### src/hw/fe_pkg.sv
// Front end shared definitions

package fe_pkg;

    //========================================
    // Widths
    //========================================

    // Instruction, address and immediate width
    localparam int xlen = 32;

    // Register index width for the 32 integer registers
    localparam int reg_idx_w = 5;

    typedef logic [xlen-1:0]      word_t;
    typedef logic [xlen/2-1:0]    half_t;
    typedef logic [reg_idx_w-1:0] reg_idx_t;

    // Address of the first word fetched after reset
    localparam word_t boot_addr = 32'h0000_0000;

    //========================================
    // Encodings
    //========================================

    // Major opcodes in bits 6:0 of a full-length instruction
    localparam logic [6:0] opc_op_imm = 7'b0010011;
    localparam logic [6:0] opc_op     = 7'b0110011;
    localparam logic [6:0] opc_lui    = 7'b0110111;

    // ADD, ADDI and SUB all share this funct3 value
    localparam logic [2:0] funct3_add = 3'b000;

    // Bit 30 set in funct7 selects SUB over ADD
    localparam logic [6:0] funct7_sub = 7'b0100000;

    // Low two bits of a halfword that starts a 32-bit instruction
    // Any other value marks a compressed instruction
    localparam logic [1:0] rvc_quad_full = 2'b11;

    //========================================
    // Issue operations
    //========================================

    // ADDI issues as op_add with the immediate selected
    // LUI issues as op_lui and adds the immediate to x0
    typedef enum logic [1:0] {
        op_add = 2'd0,
        op_sub = 2'd1,
        op_lui = 2'd2
    } op_e;

endpackage : fe_pkg

### src/hw/stage_if.sv
// Realign to decode stage link

`timescale 1ns/1ps

interface stage_if;

    // High when instr and pc hold an instruction to decode
    logic             valid;

    // Full instruction, or a compressed one in the low halfword
    fe_pkg::word_t    instr;

    // Address of the first halfword of the instruction
    fe_pkg::word_t    pc;

    // High when only instr[15:0] is meaningful
    logic             compressed;

    // The realign stage owns the register behind these signals
    modport producer (
        output valid,
        output instr,
        output pc,
        output compressed
    );

    // The decode stage only samples them
    modport consumer (
        input valid,
        input instr,
        input pc,
        input compressed
    );

endinterface : stage_if

### src/hw/front_end.sv
// Instruction front end top level

`timescale 1ns/1ps

module front_end (
    input  logic             clk_i,
    input  logic             rst_n_i,
    input  logic             stall_i,
    input  logic             flush_i,
    input  fe_pkg::word_t    redirect_pc_i,
    input  logic             word_valid_i,
    input  fe_pkg::word_t    word_i,
    output logic             word_ready_o,
    output logic             issue_valid_o,
    output fe_pkg::word_t    issue_pc_o,
    output fe_pkg::op_e      issue_op_o,
    output fe_pkg::reg_idx_t issue_rd_o,
    output fe_pkg::reg_idx_t issue_rs1_o,
    output fe_pkg::reg_idx_t issue_rs2_o,
    output fe_pkg::word_t    issue_imm_o,
    output logic             issue_use_imm_o,
    output logic             issue_compressed_o,
    output logic             issue_illegal_o
);

    // One realigned instruction per cycle between the two stages
    stage_if i_stage ();

    // Stage 1 turns the word stream into whole instructions
    instr_realign i_realign (
        .clk_i         ( clk_i            ),
        .rst_n_i       ( rst_n_i          ),
        .stall_i       ( stall_i          ),
        .flush_i       ( flush_i          ),
        .redirect_pc_i ( redirect_pc_i    ),
        .word_valid_i  ( word_valid_i     ),
        .word_i        ( word_i           ),
        .word_ready_o  ( word_ready_o     ),
        .out           ( i_stage.producer )
    );

    // Stage 2 decodes and registers the issue packet
    instr_decoder i_decoder (
        .clk_i              ( clk_i              ),
        .rst_n_i            ( rst_n_i            ),
        .stall_i            ( stall_i            ),
        .flush_i            ( flush_i            ),
        .in                 ( i_stage.consumer   ),
        .issue_valid_o      ( issue_valid_o      ),
        .issue_pc_o         ( issue_pc_o         ),
        .issue_op_o         ( issue_op_o         ),
        .issue_rd_o         ( issue_rd_o         ),
        .issue_rs1_o        ( issue_rs1_o        ),
        .issue_rs2_o        ( issue_rs2_o        ),
        .issue_imm_o        ( issue_imm_o        ),
        .issue_use_imm_o    ( issue_use_imm_o    ),
        .issue_compressed_o ( issue_compressed_o ),
        .issue_illegal_o    ( issue_illegal_o    )
    );

endmodule : front_end

### src/hw/instr_decoder.sv
// Instruction decode and issue register

`timescale 1ns/1ps

module instr_decoder (
    input  logic             clk_i,
    input  logic             rst_n_i,
    input  logic             stall_i,
    input  logic             flush_i,
    stage_if.consumer        in,
    output logic             issue_valid_o,
    output fe_pkg::word_t    issue_pc_o,
    output fe_pkg::op_e      issue_op_o,
    output fe_pkg::reg_idx_t issue_rd_o,
    output fe_pkg::reg_idx_t issue_rs1_o,
    output fe_pkg::reg_idx_t issue_rs2_o,
    output fe_pkg::word_t    issue_imm_o,
    output logic             issue_use_imm_o,
    output logic             issue_compressed_o,
    output logic             issue_illegal_o
);

    fe_pkg::word_t    exp_instr;
    logic             exp_illegal;
    fe_pkg::word_t    instr;

    // Decoded fields before the issue register
    fe_pkg::op_e      dec_op;
    fe_pkg::reg_idx_t dec_rd;
    fe_pkg::reg_idx_t dec_rs1;
    fe_pkg::reg_idx_t dec_rs2;
    fe_pkg::word_t    dec_imm;
    logic             dec_use_imm;
    logic             dec_illegal;

    rvc_expander i_expander (
        .half_i    ( in.instr[15:0] ),
        .instr_o   ( exp_instr      ),
        .illegal_o ( exp_illegal    )
    );

    // Compressed items are decoded in their expanded 32-bit form
    assign instr = in.compressed ? exp_instr : in.instr;

    //========================================
    // Decode
    //========================================

    always_comb begin : decode
        dec_op      = fe_pkg::op_add;
        dec_rd      = instr[11:7];
        dec_rs1     = instr[19:15];
        dec_rs2     = instr[24:20];
        dec_imm     = '0;
        dec_use_imm = 1'b0;
        dec_illegal = 1'b1;

        case (instr[6:0])
            fe_pkg::opc_op_imm: begin
                // Only ADDI, with the sign-extended I-immediate
                if (instr[14:12] == fe_pkg::funct3_add) begin
                    dec_rs2     = '0;
                    dec_imm     = {{20{instr[31]}}, instr[31:20]};
                    dec_use_imm = 1'b1;
                    dec_illegal = 1'b0;
                end
            end

            fe_pkg::opc_op: begin
                // Register-register ADD and SUB
                if (instr[14:12] == fe_pkg::funct3_add) begin
                    if (instr[31:25] == 7'b0000000) begin
                        dec_illegal = 1'b0;
                    end else if (instr[31:25] == fe_pkg::funct7_sub) begin
                        dec_op      = fe_pkg::op_sub;
                        dec_illegal = 1'b0;
                    end
                end
            end

            fe_pkg::opc_lui: begin
                // U-immediate added to x0
                dec_op      = fe_pkg::op_lui;
                dec_rs1     = '0;
                dec_rs2     = '0;
                dec_imm     = {instr[31:12], 12'h000};
                dec_use_imm = 1'b1;
                dec_illegal = 1'b0;
            end

            default: begin
                dec_illegal = 1'b1;
            end
        endcase

        // A rejected halfword makes the whole item illegal whatever its expansion looks like
        if (in.compressed && exp_illegal) begin
            dec_illegal = 1'b1;
        end

        // Illegal items carry no operation, registers or immediate
        if (dec_illegal) begin
            dec_op      = fe_pkg::op_add;
            dec_rd      = '0;
            dec_rs1     = '0;
            dec_rs2     = '0;
            dec_imm     = '0;
            dec_use_imm = 1'b0;
        end
    end : decode

    //========================================
    // Issue register
    //========================================

    always_ff @(posedge clk_i) begin : issue_reg
        if (!rst_n_i) begin
            issue_valid_o      <= 1'b0;
            issue_pc_o         <= '0;
            issue_op_o         <= fe_pkg::op_add;
            issue_rd_o         <= '0;
            issue_rs1_o        <= '0;
            issue_rs2_o        <= '0;
            issue_imm_o        <= '0;
            issue_use_imm_o    <= 1'b0;
            issue_compressed_o <= 1'b0;
            issue_illegal_o    <= 1'b0;
        end else if (flush_i) begin
            // Drop the pending packet, the payload is ignored while valid is low
            issue_valid_o <= 1'b0;
        end else if (!stall_i) begin
            issue_valid_o      <= in.valid;
            issue_pc_o         <= in.pc;
            issue_op_o         <= dec_op;
            issue_rd_o         <= dec_rd;
            issue_rs1_o        <= dec_rs1;
            issue_rs2_o        <= dec_rs2;
            issue_imm_o        <= dec_imm;
            issue_use_imm_o    <= dec_use_imm;
            issue_compressed_o <= in.compressed;
            issue_illegal_o    <= dec_illegal;
        end
    end : issue_reg

endmodule : instr_decoder

### src/hw/instr_realign.sv
// Instruction realign stage

`timescale 1ns/1ps

module instr_realign (
    input  logic            clk_i,
    input  logic            rst_n_i,
    input  logic            stall_i,
    input  logic            flush_i,
    input  fe_pkg::word_t   redirect_pc_i,
    input  logic            word_valid_i,
    input  fe_pkg::word_t   word_i,
    output logic            word_ready_o,
    stage_if.producer       out
);

    // Address of the next word to be taken from the source
    fe_pkg::word_t word_pc;

    // Upper halfword left over from the previous word
    fe_pkg::half_t hold_half;
    fe_pkg::word_t hold_pc;
    logic          hold_valid;

    logic          held_full;
    logic          held_comp;
    logic          word_full;
    logic          word_take;

    // Next state of the realign step
    logic          emit_valid;
    fe_pkg::word_t emit_instr;
    fe_pkg::word_t emit_pc;
    logic          emit_comp;
    logic          hold_valid_nxt;
    logic          hold_load;

    //========================================
    // Intake handshake
    //========================================

    // The held halfword is either the start of a 32-bit instruction or a whole compressed one
    assign held_full = hold_valid && (hold_half[1:0] == fe_pkg::rvc_quad_full);
    assign held_comp = hold_valid && (hold_half[1:0] != fe_pkg::rvc_quad_full);
    assign word_full = (word_i[1:0] == fe_pkg::rvc_quad_full);

    // A held compressed instruction drains first, so no new word fits this cycle
    assign word_ready_o = !stall_i && !flush_i && !held_comp;
    assign word_take    = word_valid_i && word_ready_o;

    //========================================
    // Realign step
    //========================================

    always_comb begin : realign_select
        emit_valid     = 1'b0;
        emit_instr     = word_i;
        emit_pc        = word_pc;
        emit_comp      = 1'b0;
        hold_valid_nxt = hold_valid;
        hold_load      = 1'b0;

        if (held_comp) begin
            // Issue the leftover compressed halfword on its own
            emit_valid     = 1'b1;
            emit_instr     = {16'h0000, hold_half};
            emit_pc        = hold_pc;
            emit_comp      = 1'b1;
            hold_valid_nxt = 1'b0;
        end else if (word_take) begin
            emit_valid = 1'b1;

            if (held_full) begin
                // Boundary crossing: held half is the low part, new low half the upper part
                emit_instr     = {word_i[15:0], hold_half};
                emit_pc        = hold_pc;
                hold_valid_nxt = 1'b1;
                hold_load      = 1'b1;
            end else if (word_full) begin
                // Aligned 32-bit instruction fills the whole word
                hold_valid_nxt = 1'b0;
            end else begin
                // Compressed low half, the upper half waits for the next cycle
                emit_instr     = {16'h0000, word_i[15:0]};
                emit_comp      = 1'b1;
                hold_valid_nxt = 1'b1;
                hold_load      = 1'b1;
            end
        end
        // A held full-length start with no word available emits nothing
    end : realign_select

    //========================================
    // State registers
    //========================================

    always_ff @(posedge clk_i) begin : realign_ctrl
        if (!rst_n_i) begin
            word_pc    <= fe_pkg::boot_addr;
            hold_valid <= 1'b0;
            out.valid  <= 1'b0;
        end else if (flush_i) begin
            // Restart the word stream at the redirect target
            word_pc    <= redirect_pc_i;
            hold_valid <= 1'b0;
            out.valid  <= 1'b0;
        end else if (!stall_i) begin
            if (word_take) begin
                word_pc <= word_pc + 32'd4;
            end
            hold_valid <= hold_valid_nxt;
            out.valid  <= emit_valid;
        end
    end : realign_ctrl

    always_ff @(posedge clk_i) begin : realign_data
        if (!rst_n_i) begin
            out.instr      <= '0;
            out.pc         <= '0;
            out.compressed <= 1'b0;
        end else if (!stall_i) begin
            out.instr      <= emit_instr;
            out.pc         <= emit_pc;
            out.compressed <= emit_comp;
        end
    end : realign_data

    // The upper halfword always sits two bytes above the word just taken
    always_ff @(posedge clk_i) begin : hold_data
        if (hold_load) begin
            hold_half <= word_i[31:16];
            hold_pc   <= word_pc + 32'd2;
        end
    end : hold_data

endmodule : instr_realign

### src/hw/rvc_expander.sv
// Compressed instruction expander

`timescale 1ns/1ps

module rvc_expander (
    input  fe_pkg::half_t half_i,
    output fe_pkg::word_t instr_o,
    output logic          illegal_o
);

    // Register fields shared by the CI and CR formats
    fe_pkg::reg_idx_t rd;
    fe_pkg::reg_idx_t rs2;

    // CI immediate, sign extended from bit 12 to twelve bits
    logic [11:0]      imm12;

    logic [1:0]       quadrant;
    logic [2:0]       funct3;

    assign quadrant = half_i[1:0];
    assign funct3   = half_i[15:13];
    assign rd       = half_i[11:7];
    assign rs2      = half_i[6:2];
    assign imm12    = {{6{half_i[12]}}, half_i[12], half_i[6:2]};

    //========================================
    // Expansion
    //========================================

    always_comb begin : expand
        instr_o   = '0;
        illegal_o = 1'b1;

        case (quadrant)
            2'b01: begin
                // Quadrant 1 holds C.ADDI (funct3 000) and C.LI (funct3 010)
                if (funct3 == 3'b000) begin
                    // ADDI rd, rd, imm
                    instr_o   = {imm12, rd, fe_pkg::funct3_add, rd, fe_pkg::opc_op_imm};
                    illegal_o = 1'b0;
                end else if (funct3 == 3'b010) begin
                    // ADDI rd, x0, imm
                    instr_o   = {imm12, 5'd0, fe_pkg::funct3_add, rd, fe_pkg::opc_op_imm};
                    illegal_o = 1'b0;
                end
            end

            2'b10: begin
                // Quadrant 2 funct3 100 holds C.MV and C.ADD, told apart by bit 12
                // A zero rs2 there encodes a jump or EBREAK, which stay unsupported
                if (funct3 == 3'b100 && rs2 != 5'd0) begin
                    if (!half_i[12]) begin
                        // ADD rd, x0, rs2
                        instr_o = {7'b0000000, rs2, 5'd0, fe_pkg::funct3_add, rd,
                                   fe_pkg::opc_op};
                    end else begin
                        // ADD rd, rd, rs2
                        instr_o = {7'b0000000, rs2, rd, fe_pkg::funct3_add, rd,
                                   fe_pkg::opc_op};
                    end
                    illegal_o = 1'b0;
                end
            end

            default: begin
                // Quadrant 0 is not supported here and 11 is not compressed at all
                illegal_o = 1'b1;
            end
        endcase
    end : expand

endmodule : rvc_expander

### config.mk
export PLATFORM = sky130hd
export DESIGN_NAME = front_end
export DESIGN_NICKNAME = d
export VERILOG_FILES = /design/src/hw/fe_pkg.sv /design/src/hw/stage_if.sv /design/src/hw/front_end.sv /design/src/hw/instr_decoder.sv /design/src/hw/instr_realign.sv /design/src/hw/rvc_expander.sv
export SDC_FILE = /design/constraint.sdc
export NUM_CORES = 1
export LEC_CHECK = 0
export BUFFER_PORTS_ARGS = -buffer_cell sky130_fd_sc_hd__clkbuf_2
export CAP_MARGIN = 20
export CORE_UTILIZATION = 60
export DETAILED_ROUTE_END_ITERATION = 10
export GPL_TIMING_DRIVEN = 0
export PLACE_DENSITY = 0.8
export SETUP_SLACK_MARGIN = 0.4
export SLEW_MARGIN = 20
export SYNTH_ARGS = -nofsm -noshare
export SYNTH_HDL_FRONTEND = slang
export SYNTH_SLANG_ARGS = --single-unit
### constraint.sdc
create_clock -name clk_i -period 12 [get_ports clk_i]
set_clock_uncertainty 0.2 [all_clocks]
set_input_delay 2.4 -clock clk_i [delete_from_list [all_inputs] [get_ports clk_i]]
set_output_delay 2.4 -clock clk_i [all_outputs]
set_load 0.05 [all_outputs]
* After elaboration in Yosys (flattened, before gate mapping)
Cells that the tools add are included.
Word-level totals: output and inout bits 86, bits of input ports 69, register bits after elaboration 232, word-level logic and storage cells 109
Cells by class: bitwise logic cells 3, reductions and logical operators 20, multiplexer cells 54, equal/unequal tests 12, add/subtract/negate cells 2
Operators with widths (count):
- 32-bit two-way mux | 15
- 32-bit case mux with 2 select lines | 2
- 32-bit by 2-bit adder with 32-bit output, second input constant | 1
- 32-bit by 3-bit adder with 32-bit output, second input constant | 1
- 25-bit two-way mux | 1
- 5-bit two-way mux | 5
- 1-bit two-way mux | 22
- 7-bit by 6-bit == test with 1-bit output, second input constant | 3
- 20-bit two-way mux | 1
- 5-bit case mux with 2 select lines | 1
- 7-bit by 5-bit == test with 1-bit output, second input constant | 1
- 1-bit logical AND | 7
- 7-bit logical NOT | 1
- 2-bit == test, second input constant | 3
- 3-bit logical NOT | 2
- 2-bit two-way mux | 3
- 2-bit AND reduction | 3
- 5-bit nonzero test | 1
- 1-bit case mux with 2 select lines | 2
- 2-bit case mux with 2 select lines | 1
- 2-bit nonzero test | 2
- 3-bit by 2-bit == test with 1-bit output, second input constant | 1
- 3-bit == test, second input constant | 1
- 1-bit logical NOT | 3
- 6 further kinds | 8

* Longest topological paths before layout
Gate-level depths: netlist of the first run.
word-level depth 12, gate-level depth with buffers 8, gate-level depth less buffers 7

* Modules after synthesis
A second synthesis of the first run with hierarchy kept.
Second synthesis, totals: cells, all modules 1157, area total of the unflattened synthesis 10943.0 um2
Modules (own cells, without submodules):
- instr_realign | instances 1, area each 6914.1 um2, sequential area each 3423.3 um2, cells each 690
- instr_decoder | instances 1, area each 3624.7 um2, sequential area each 1701.6 um2, cells each 410
- rvc_expander | instances 1, area each 404.1 um2, sequential area each 0.0 um2, cells each 57

* Worst setup path after synthesis of the first run
No wires, ideal clock.
path kind in2out, start input port flush_i, end output port word_ready_o, arrival 3.866 ns, path slack 5.534 ns, buffers on the path 3, stages 6, required time 9.400 ns, cell sequence buf_2 -> inv_1 -> nand2_1 -> clkbuf_1 -> clkbuf_1 -> nor2_1
On the way: cells in the longest elaborated chain, start to end 3
Ends and longest elaborated chain:
- start, declared | RTL line front_end.sv:9 | input logic flush_i,
- 1-bit logical NOT | RTL line instr_realign.sv:48 | assign word_ready_o = !stall_i && !flush_i && !held_comp;
- 1-bit logical AND (2 in series) | RTL line instr_realign.sv:48
- end, declared | RTL line front_end.sv:13 | output logic word_ready_o,
Every way passes these cells.

* Worst setup path after layout of the first run
Ends and elaborated chain as after synthesis.

==> impl_results.md, run 1 <==
- Final setup TNS: 0 ns
- Max clock buf depth: 3
- Clock power frac: 42.9%
- Worst r2r path cells: 5
- Final wirelength: 31100 um
- Max-slew headroom: 29.8%
- Crit start category: input port
- Cell Pwr Density: 146 nW/um^2
- GPL Wtd Cong: 0.966
- # setup viols final: 0
- Setup repair bufs after CTS: 0
- Hold Crit Class: reg -> reg
- DRC: 0
- FF-to-FF Start: i_realign.word_pc[3]
- Worst skew pair latency: 0.52 ns
- Internal power: 1.33 mW
- Post-layout minimum cycle time: 6.96 ns
- Die width: 132 um
- Synth warn: 0
- CTS tree: yes
- Via count: 9904
- Synth Flop Type: dfxtp_1
- Sequential area share after synthesis: 50.3%
- R2R setup slack: 9.19 ns
- Synth top area share: 36.1%
- Hold Path End: i_decoder.issue_pc_o[8]
- Fin. max-slew vios: 0
- Tot Pwr: 1.77 mW
- Clock Sinks: 232
- Synth async-reset ratio: 0%
- Ratio of cells with drive above 1 in the final layout: 18.9%
- CP Data Arrival Time: 4.36 ns
- NetSw: 0.440 mW
- Least-Margin Pin Slew: 1.04 ns
- Total congestion overflow: 0
- Fin Hold WS: 0.251 ns
- Vias in the first global route: 9189
- Synth unique cells: 66
- Reg2Reg Capture Point: i_realign.hold_pc[16]
- Num CTS Buffers: 24
- Initial core utilization: 61.5%
- Routed WL per cell: 19.7 um
- Largest area contributor in the netlist: dfxtp_1
- Status: complete, no violations
- Mapped Area: 10200 um^2
- Die area: 17500 um^2
- Crit Path Category: in -> out
- Iter 0 DRT Violations: 1084
- Register share of total power: 48.0%
- Fmax: 144 MHz
- RSZ-0062 raised after global routing: no
- Avg Cell Area, Syn: 8.79 um^2
- CTS H-Tree Depth: 1
- Filler Cells Inserted: 1312
- GRT Overall Usage: 35.0%
- LEAKAGE: 4.69 nW
- Core Area: 16600 um^2
- Rows: 47
- I/O pin cnt: 155
- Antenna violations before repair: 1
- Final net count: 1412
- Clock-pin slew on the worst setup and hold paths: 0.06 ns
- Post-cts sizing count: 0
- Vias per cell: 6.28
- Final ANT Viol Nets: 0
- First-pass GRT wire length: 48700 um
- Root buffer cell: clkbuf_16
- Maximum fanout along the worst path: 10
- Top cells by area, synth: dfxtp_1 (36%), edfxtp_1 (14%), nand2_1 (9.1%), o21ai_0 (4.6%), a31oi_1 (4.1%)
- Tcrit/Tclk final: 58.0%
- VDD IR max: 0.121 mV
- Syn Nets: 1232
- I/O Buffers: 152
- Post-synth EDFFs: 48
- Hold_sp: i_realign.out.pc[8]
- Largest net degree at the start of global routing: 24
- 1st-pass router iterations: 5
- Max_cap viols: 0
- Worst Hold Depth: 2
- Sw Share: 24.9%
- Final-report hold violation count: 0
- Die Ht: 132 um
- #FFs+latches synth: 232
- Area growth, synth to finish: 18.5%
- Critical Path RT: 9.40 ns
- Cell count after synthesis: 1159
- CTS Hold Bufs: 0
- Kind of end point of the critical path: output pin
- Comb pwr share: 9.1%
- Number of diodes: 0
- Detailed Place HPWL: 22000 um
[power groups by stage]
stage | Combinational, mW | Sequential [mW] | Clock [mW]
3_3_place_gp | 0.152 | 0.863 | 0
2_1_floorplan | 0.0927 | 0.868 | 0
4_1_cts | 0.158 | 0.847 | 0.756
5_1_grt | 0.173 | 0.850 | 0.789
3_5_place_dp | 0.157 | 0.863 | 0
6_report | 0.162 | 0.848 | 0.759
[area by class of cell]
class / count / area [um^2] / area share [%]
plain buffers: 93 / 394 / 3.26
flip-flops and latches: 232 / 5120 / 42.4
multi-input cells: 813 / 4600 / 38.1
inverters: 21 / 78.8 / 0.653
clock buffers: 38 / 714 / 5.92
clock inverters: 6 / 80.1 / 0.663
repair buffers: 154 / 808 / 6.69
well taps: 220 / 275 / 2.28
[registers in the layout (all words and copies together), names as in the netlist, 2 cells and up]
| signal | count |
|---|---|
| i_decoder.issue_imm_o | 32 |
| i_decoder.issue_op_o | 2 |
| i_decoder.issue_pc_o | 32 |
| i_decoder.issue_rd_o | 5 |
| i_decoder.issue_rs1_o | 5 |
| i_decoder.issue_rs2_o | 5 |
| i_realign.hold_half | 16 |
| i_realign.hold_pc | 32 |
| i_realign.out.instr | 32 |
| i_realign.out.pc | 32 |
| i_realign.word_pc | 32 |
[synth_stat cells, types with 4 or more instances]
library cell and count:
nor2_1 56, mux2_2 8, a21oi_2 9, nand3_1 31
nand4_1 28, or3_1 5, buf_2 24, a31oi_1 67
a221oi_1 5, nor4_1 4, a21oi_1 78, a2bb2oi_1 22
ha_1 4, and3_1 13, nor3_1 8, xor2_1 7
nor2b_1 6, and4_1 4, a32oi_1 9, nand2_1 247
o21ai_0 93, a22oi_1 8, o211ai_1 9, mux2i_1 17
or2_2 4, inv_1 19, dfxtp_1 184, xnor2_1 22
o41ai_1 5, clkbuf_1 63, edfxtp_1 48, buf_1 4
[worst max path at each step]
| stage | end | depth (start not counted) | from | slack [ns] |
|---|---|---|---|---|
| 2_1_floorplan | word_ready_o | 6 | flush_i | 5.53 |
| 3_3_place_gp | i_realign.hold_half[4] | 6 | flush_i | 4.36 |
| 3_5_place_dp | word_ready_o | 7 | flush_i | 5.15 |
| 4_1_cts | word_ready_o | 7 | flush_i | 5.11 |
| 5_1_grt | word_ready_o | 7 | flush_i | 4.96 |
| 6_report | word_ready_o | 7 | flush_i | 5.04 |
[layout by cell type (no fill, tap or decap), types with 5 or more instances in the layout]
| master | count |
|---|---|
| nand2_1 | 247 |
| dfxtp_1 | 184 |
| clkbuf_2 | 152 |
| o21ai_0 | 93 |
| a21oi_1 | 78 |
| clkbuf_1 | 72 |
| a31oi_1 | 67 |
| nor2_1 | 55 |
| edfxtp_1 | 48 |
| nand3_1 | 31 |
| nand4_1 | 28 |
| clkbuf_16 | 25 |
| buf_2 | 24 |
| xnor2_1 | 22 |
| a2bb2oi_1 | 22 |
| inv_1 | 19 |
| mux2i_1 | 17 |
| and3_1 | 13 |
| o211ai_1 | 9 |
| a32oi_1 | 9 |
| a21oi_2 | 9 |
| nor3_1 | 8 |
| a22oi_1 | 8 |
| mux2_2 | 8 |
| xor2_1 | 7 |
| nor2b_1 | 6 |
| o41ai_1 | 5 |
| or3_1 | 5 |
| a221oi_1 | 5 |
[routing by layer]
| metal | global-route usage [%] | vias to the layer above | share of wire, % |
|---|---|---|---|
| met5 | 0 | - | 0.042 |
| met1 | 47.0 | 4604 | 40 |
| li1 | - | 4510 | - |
| met3 | 6.81 | 100 | 11 |
| met2 | 55.7 | 688 | 45 |
| met4 | 13.8 | 2 | 3.7 |
[logic make-up after synthesis]
group,Yosys count,share of synthesized area [%]
DFF,232,50.3
muxes,25,2.55
xor gates and xnor gates,29,2.49
and+or+nand+nor,424,19.0
adders and majority gates,4,0.491
AOI/OAI and AO/OA,331,20.5
buffers and inverters,114,4.64
[through the flow]
step | instances | area [um^2] | util, % | worst slack (ns)
2_1_floorplan | 1159 | 10200 | - | 5.53
3_3_place_gp | 1531 | 11200 | 67.7 | 4.36
3_5_place_dp | 1533 | 11300 | 68.0 | 5.15
4_1_cts | 1577 | 12100 | 72.8 | 5.11
5_1_grt | 1577 | 12100 | 72.8 | 4.96
6_report | 1577 | 12100 | 72.8 | 5.04
[worst max-delay path: stages]
cell      delay [ns]
buf_2           0.25
inv_1           0.10
nand2_1         0.33
clkbuf_1        0.42
clkbuf_1        0.44
nor2_1          0.11
clkbuf_2        0.28
(Power assumes the default switching activity.)
==> run 2: changes to the inputs <==
- ABC_AREA: not set -> 1
- CORE_UTILIZATION: 60 -> 57
- PLACE_DENSITY: 0.8 -> 0.76
- clock period: 12 -> 7.1 ns (I/O delays scaled with it)
==> run 2 against run 1 <==
  * Clock-buffer cell count decreased by 2
  * Clock power increased by 63%
  * Synthesized area increased by 3.1%
  * Hold slack improved by 0.013 ns
  * Critical path depth decreased by 2
  * Utilization decreased by 4.4 points
  * First-iteration DRC count decreased by 29%
  * Largest cell class unchanged
  * Highest routed layer is now met4
==> impl_results.md, run 2 <==
- I/O Buffers: 153 (+0.66%)
- VDD IR max: 0.209 mV (+73%)
- Tcrit/Tclk final: 57.4%
- Area growth, synth to finish: 17.5%
- Top cells by area, synth: dfxtp_1 (35%), edfxtp_1 (14%), nand2_1 (9.5%), nor2_1 (6.4%), o21ai_0 (5.5%)
- Final-report hold violation count: 0 (unchanged)
- I/O pin cnt: 155 (unchanged)
- DRC: 0 (unchanged)
- # setup viols final: 0 (unchanged)
- Iter 0 DRT Violations: 769 (-29%)
- GRT Overall Usage: 33.0% (-2.0 points)
- Hold Crit Class: reg -> reg
- Synth warn: 0 (unchanged)
- Num CTS Buffers: 24 (unchanged)
- Sequential area share after synthesis: 48.8% (-1.5 points)
- Fmax: 245 MHz
- Post-synth EDFFs: 48 (unchanged)
- Synth unique cells: 44 (-33%)
- Most frequent cell after synthesis: nand2_1
- Post-cts sizing count: 0 (unchanged)
- Ratio of cells with drive above 1 in the final layout: 16.4% (-2.5 points)
- Die width: 138 um (+4.1%)
- Least-Margin Pin Slew: 0.758 ns (-0.285 ns)
- Core Area: 18000 um^2 (+8.7%)
- Cell Pwr Density: 245 nW/um^2 (+67%)
- Final ANT Viol Nets: 0 (unchanged)
- Synth async-reset ratio: 0% (unchanged)
- Clock power frac: 41.1% (-1.8 points)
- Vias in the first global route: 9042 (-1.6%)
- Mapped Area: 10500 um^2 (+3.1%)
- CTS tree: yes
- Die Ht: 138 um (+4.1%)
- Largest net degree at the start of global routing: 50 (+110%)
- Sw Share: 26.2% (+1.3 points)
- Root buffer cell: clkbuf_16
- Final setup TNS: 0 ns (unchanged)
- RSZ-0062 raised after global routing: no
- Syn Nets: 1386 (+13%)
- Setup repair bufs after CTS: 0 (unchanged)
- CP Data Arrival Time: 2.46 ns (-1.90 ns)
- Worst skew pair latency: 0.52 ns (about the same)
- Critical Path RT: 5.48 ns (-3.92 ns)
- LEAKAGE: 4.98 nW (+6.3%)
- Cell count after synthesis: 1313 (+13%)
- Post-layout minimum cycle time: 4.08 ns
- Synth top area share: 35.1% (-1.1 points)
- Fin. max-slew vios: 0 (unchanged)
- Total congestion overflow: 0 (unchanged)
- Clock Sinks: 232 (unchanged)
- NetSw: 0.792 mW (+80%)
- Register share of total power: 47.8% (-0.2 points)
- Kind of end point of the critical path: output pin
- Commonest non-fill, non-tap cell in the layout: nand2_1
- Rows: 49 (+4.3%)
- Status: complete, no violations
- Crit Path Category: in -> out
- Vias per cell: 5.68 (-9.6%)
- Internal power: 2.23 mW (+68%)
- CTS Hold Bufs: 0 (unchanged)
- Detailed Place HPWL: 23300 um (+6.2%)
- Routed WL per cell: 18.0 um (-8.6%)
- Comb pwr share: 11.1% (+2.0 points)
- Die area: 19000 um^2 (+8.4%)
- CTS H-Tree Depth: 1 (unchanged)
- Synth top cells by count: nand2_1 (265), dfxtp_1 (184), nor2_1 (179)
- Final wirelength: 31300 um (+0.80%)
- Number of diodes: 0 (unchanged)
- Commonest cells after routing, fill and taps aside: nand2_1 (264), dfxtp_1 (184), nor2_1 (179), clkbuf_2 (153), o21ai_0 (116)
- Clock-pin slew on the worst setup and hold paths: 0.06 ns (about the same)
- Crit start category: input port
- Avg Cell Area, Syn: 8.00 um^2 (-9.0%)
- First-pass GRT wire length: 47500 um (-2.5%)
- Max_cap viols: 0 (unchanged)
- Largest area contributor in the netlist: dfxtp_1
- Max-slew headroom: 49.4% (+20 points)
- Antenna violations before repair: 0 (-1)
- Post-layout util: 68.5% (-4.4 points)
- Final net count: 1565 (+11%)
- #FFs+latches synth: 232 (unchanged)
- Max clock buf depth: 3 (unchanged)
- Maximum fanout along the worst path: 8 (-2)
- Worst r2r path cells: 9 (+4)
- GPL Wtd Cong: 1.01 (+4.6%)
- Synth Flop Type: dfxtp_1
- Worst Hold Depth: 2 (unchanged)
- Initial core utilization: 58.3% (-3.2 points)
- 1st-pass router iterations: 5 (unchanged)
- Via count: 9872 (-0.32%)
==> run 2: worst paths after layout <==
| check | startpoint | endpoint | slack [ns] |
|---|---|---|---|
| min | i_decoder.issue_imm_o[10] | i_decoder.issue_imm_o[10] | 0.26 |
| max reg2reg | i_realign.hold_half[1] | i_realign.hold_pc[13] | 4.31 |
| max | flush_i | word_ready_o | 3.02 |
| min reg2reg | i_decoder.issue_imm_o[10] | i_decoder.issue_imm_o[10] | 0.26 |
==> run 2: area by class of cell <==
type,instances,area [um^2]
Fill cell,1548,5690
Sequential cell,232,5120
Multi-Input combinational cell,920,4720
Timing Repair Buffer,153,766
Clock buffer,36,708
Buffer,82,369
Inverter,79,297
Tap cell,229,287
Clock inverter,8,68.8
==> run 2: metal layers <==
layer / global-route usage, % / vias up / share of wire [%]
met5: 0 / - / 0
met4: 17.2 / 0 / 5.1
met3: 3.64 / 89 / 6.1
met2: 56.1 / 399 / 49
met1: 41.2 / 4647 / 40
li1: - / 4737 / -
==> run 2: power by group through the flow <==
stage	sequential, mW	combinational [mW]	clock [mW]
after floorplan	1.50	0.181	0
after global placement	1.47	0.324	0
after detailed placement	1.47	0.330	0
after CTS	1.44	0.332	1.25
after global routing	1.45	0.364	1.30
final	1.44	0.335	1.24
==> run 2: cells by family (layout without fill, tap and decap cells) <==
logic type,after synthesis,after routing,synth area share [%]
AO/OA/AOI/OAI,287,287,14.6
flip-flops,232,232,48.8
AND/OR/NAND/NOR,539,539,21.8
adder cells (fa/ha/maj),4,4,0.477
buffers and inverters,161,358,6.34
multiplexers,46,46,4.38
XOR/XNOR,44,44,3.67
==> run 2: metrics by stage <==
| stage | cells | hold slack (ns) | total power [mW] | cell area [um^2] | worst slack (ns) |
|---|---|---|---|---|---|
| after floorplan | 1313 | 0.224 | 1.68 | 10500 | 2.92 |
| after global placement | 1695 | 0.251 | 1.79 | 11600 | 1.95 |
| after detailed placement | 1695 | 0.257 | 1.80 | 11600 | 3.04 |
| after CTS | 1739 | 0.267 | 3.02 | 12300 | 3.03 |
| after global routing | 1739 | 0.293 | 3.11 | 12300 | 3.02 |
| final | 1739 | 0.264 | 3.02 | 12300 | 3.02 |
==> run 2: worst max-delay path, cell delays in order <==
cell and delay (ns):
clkbuf_1 0.21, nor2_1 0.29, nand2_1 0.16, inv_2 0.09
clkbuf_2 0.28
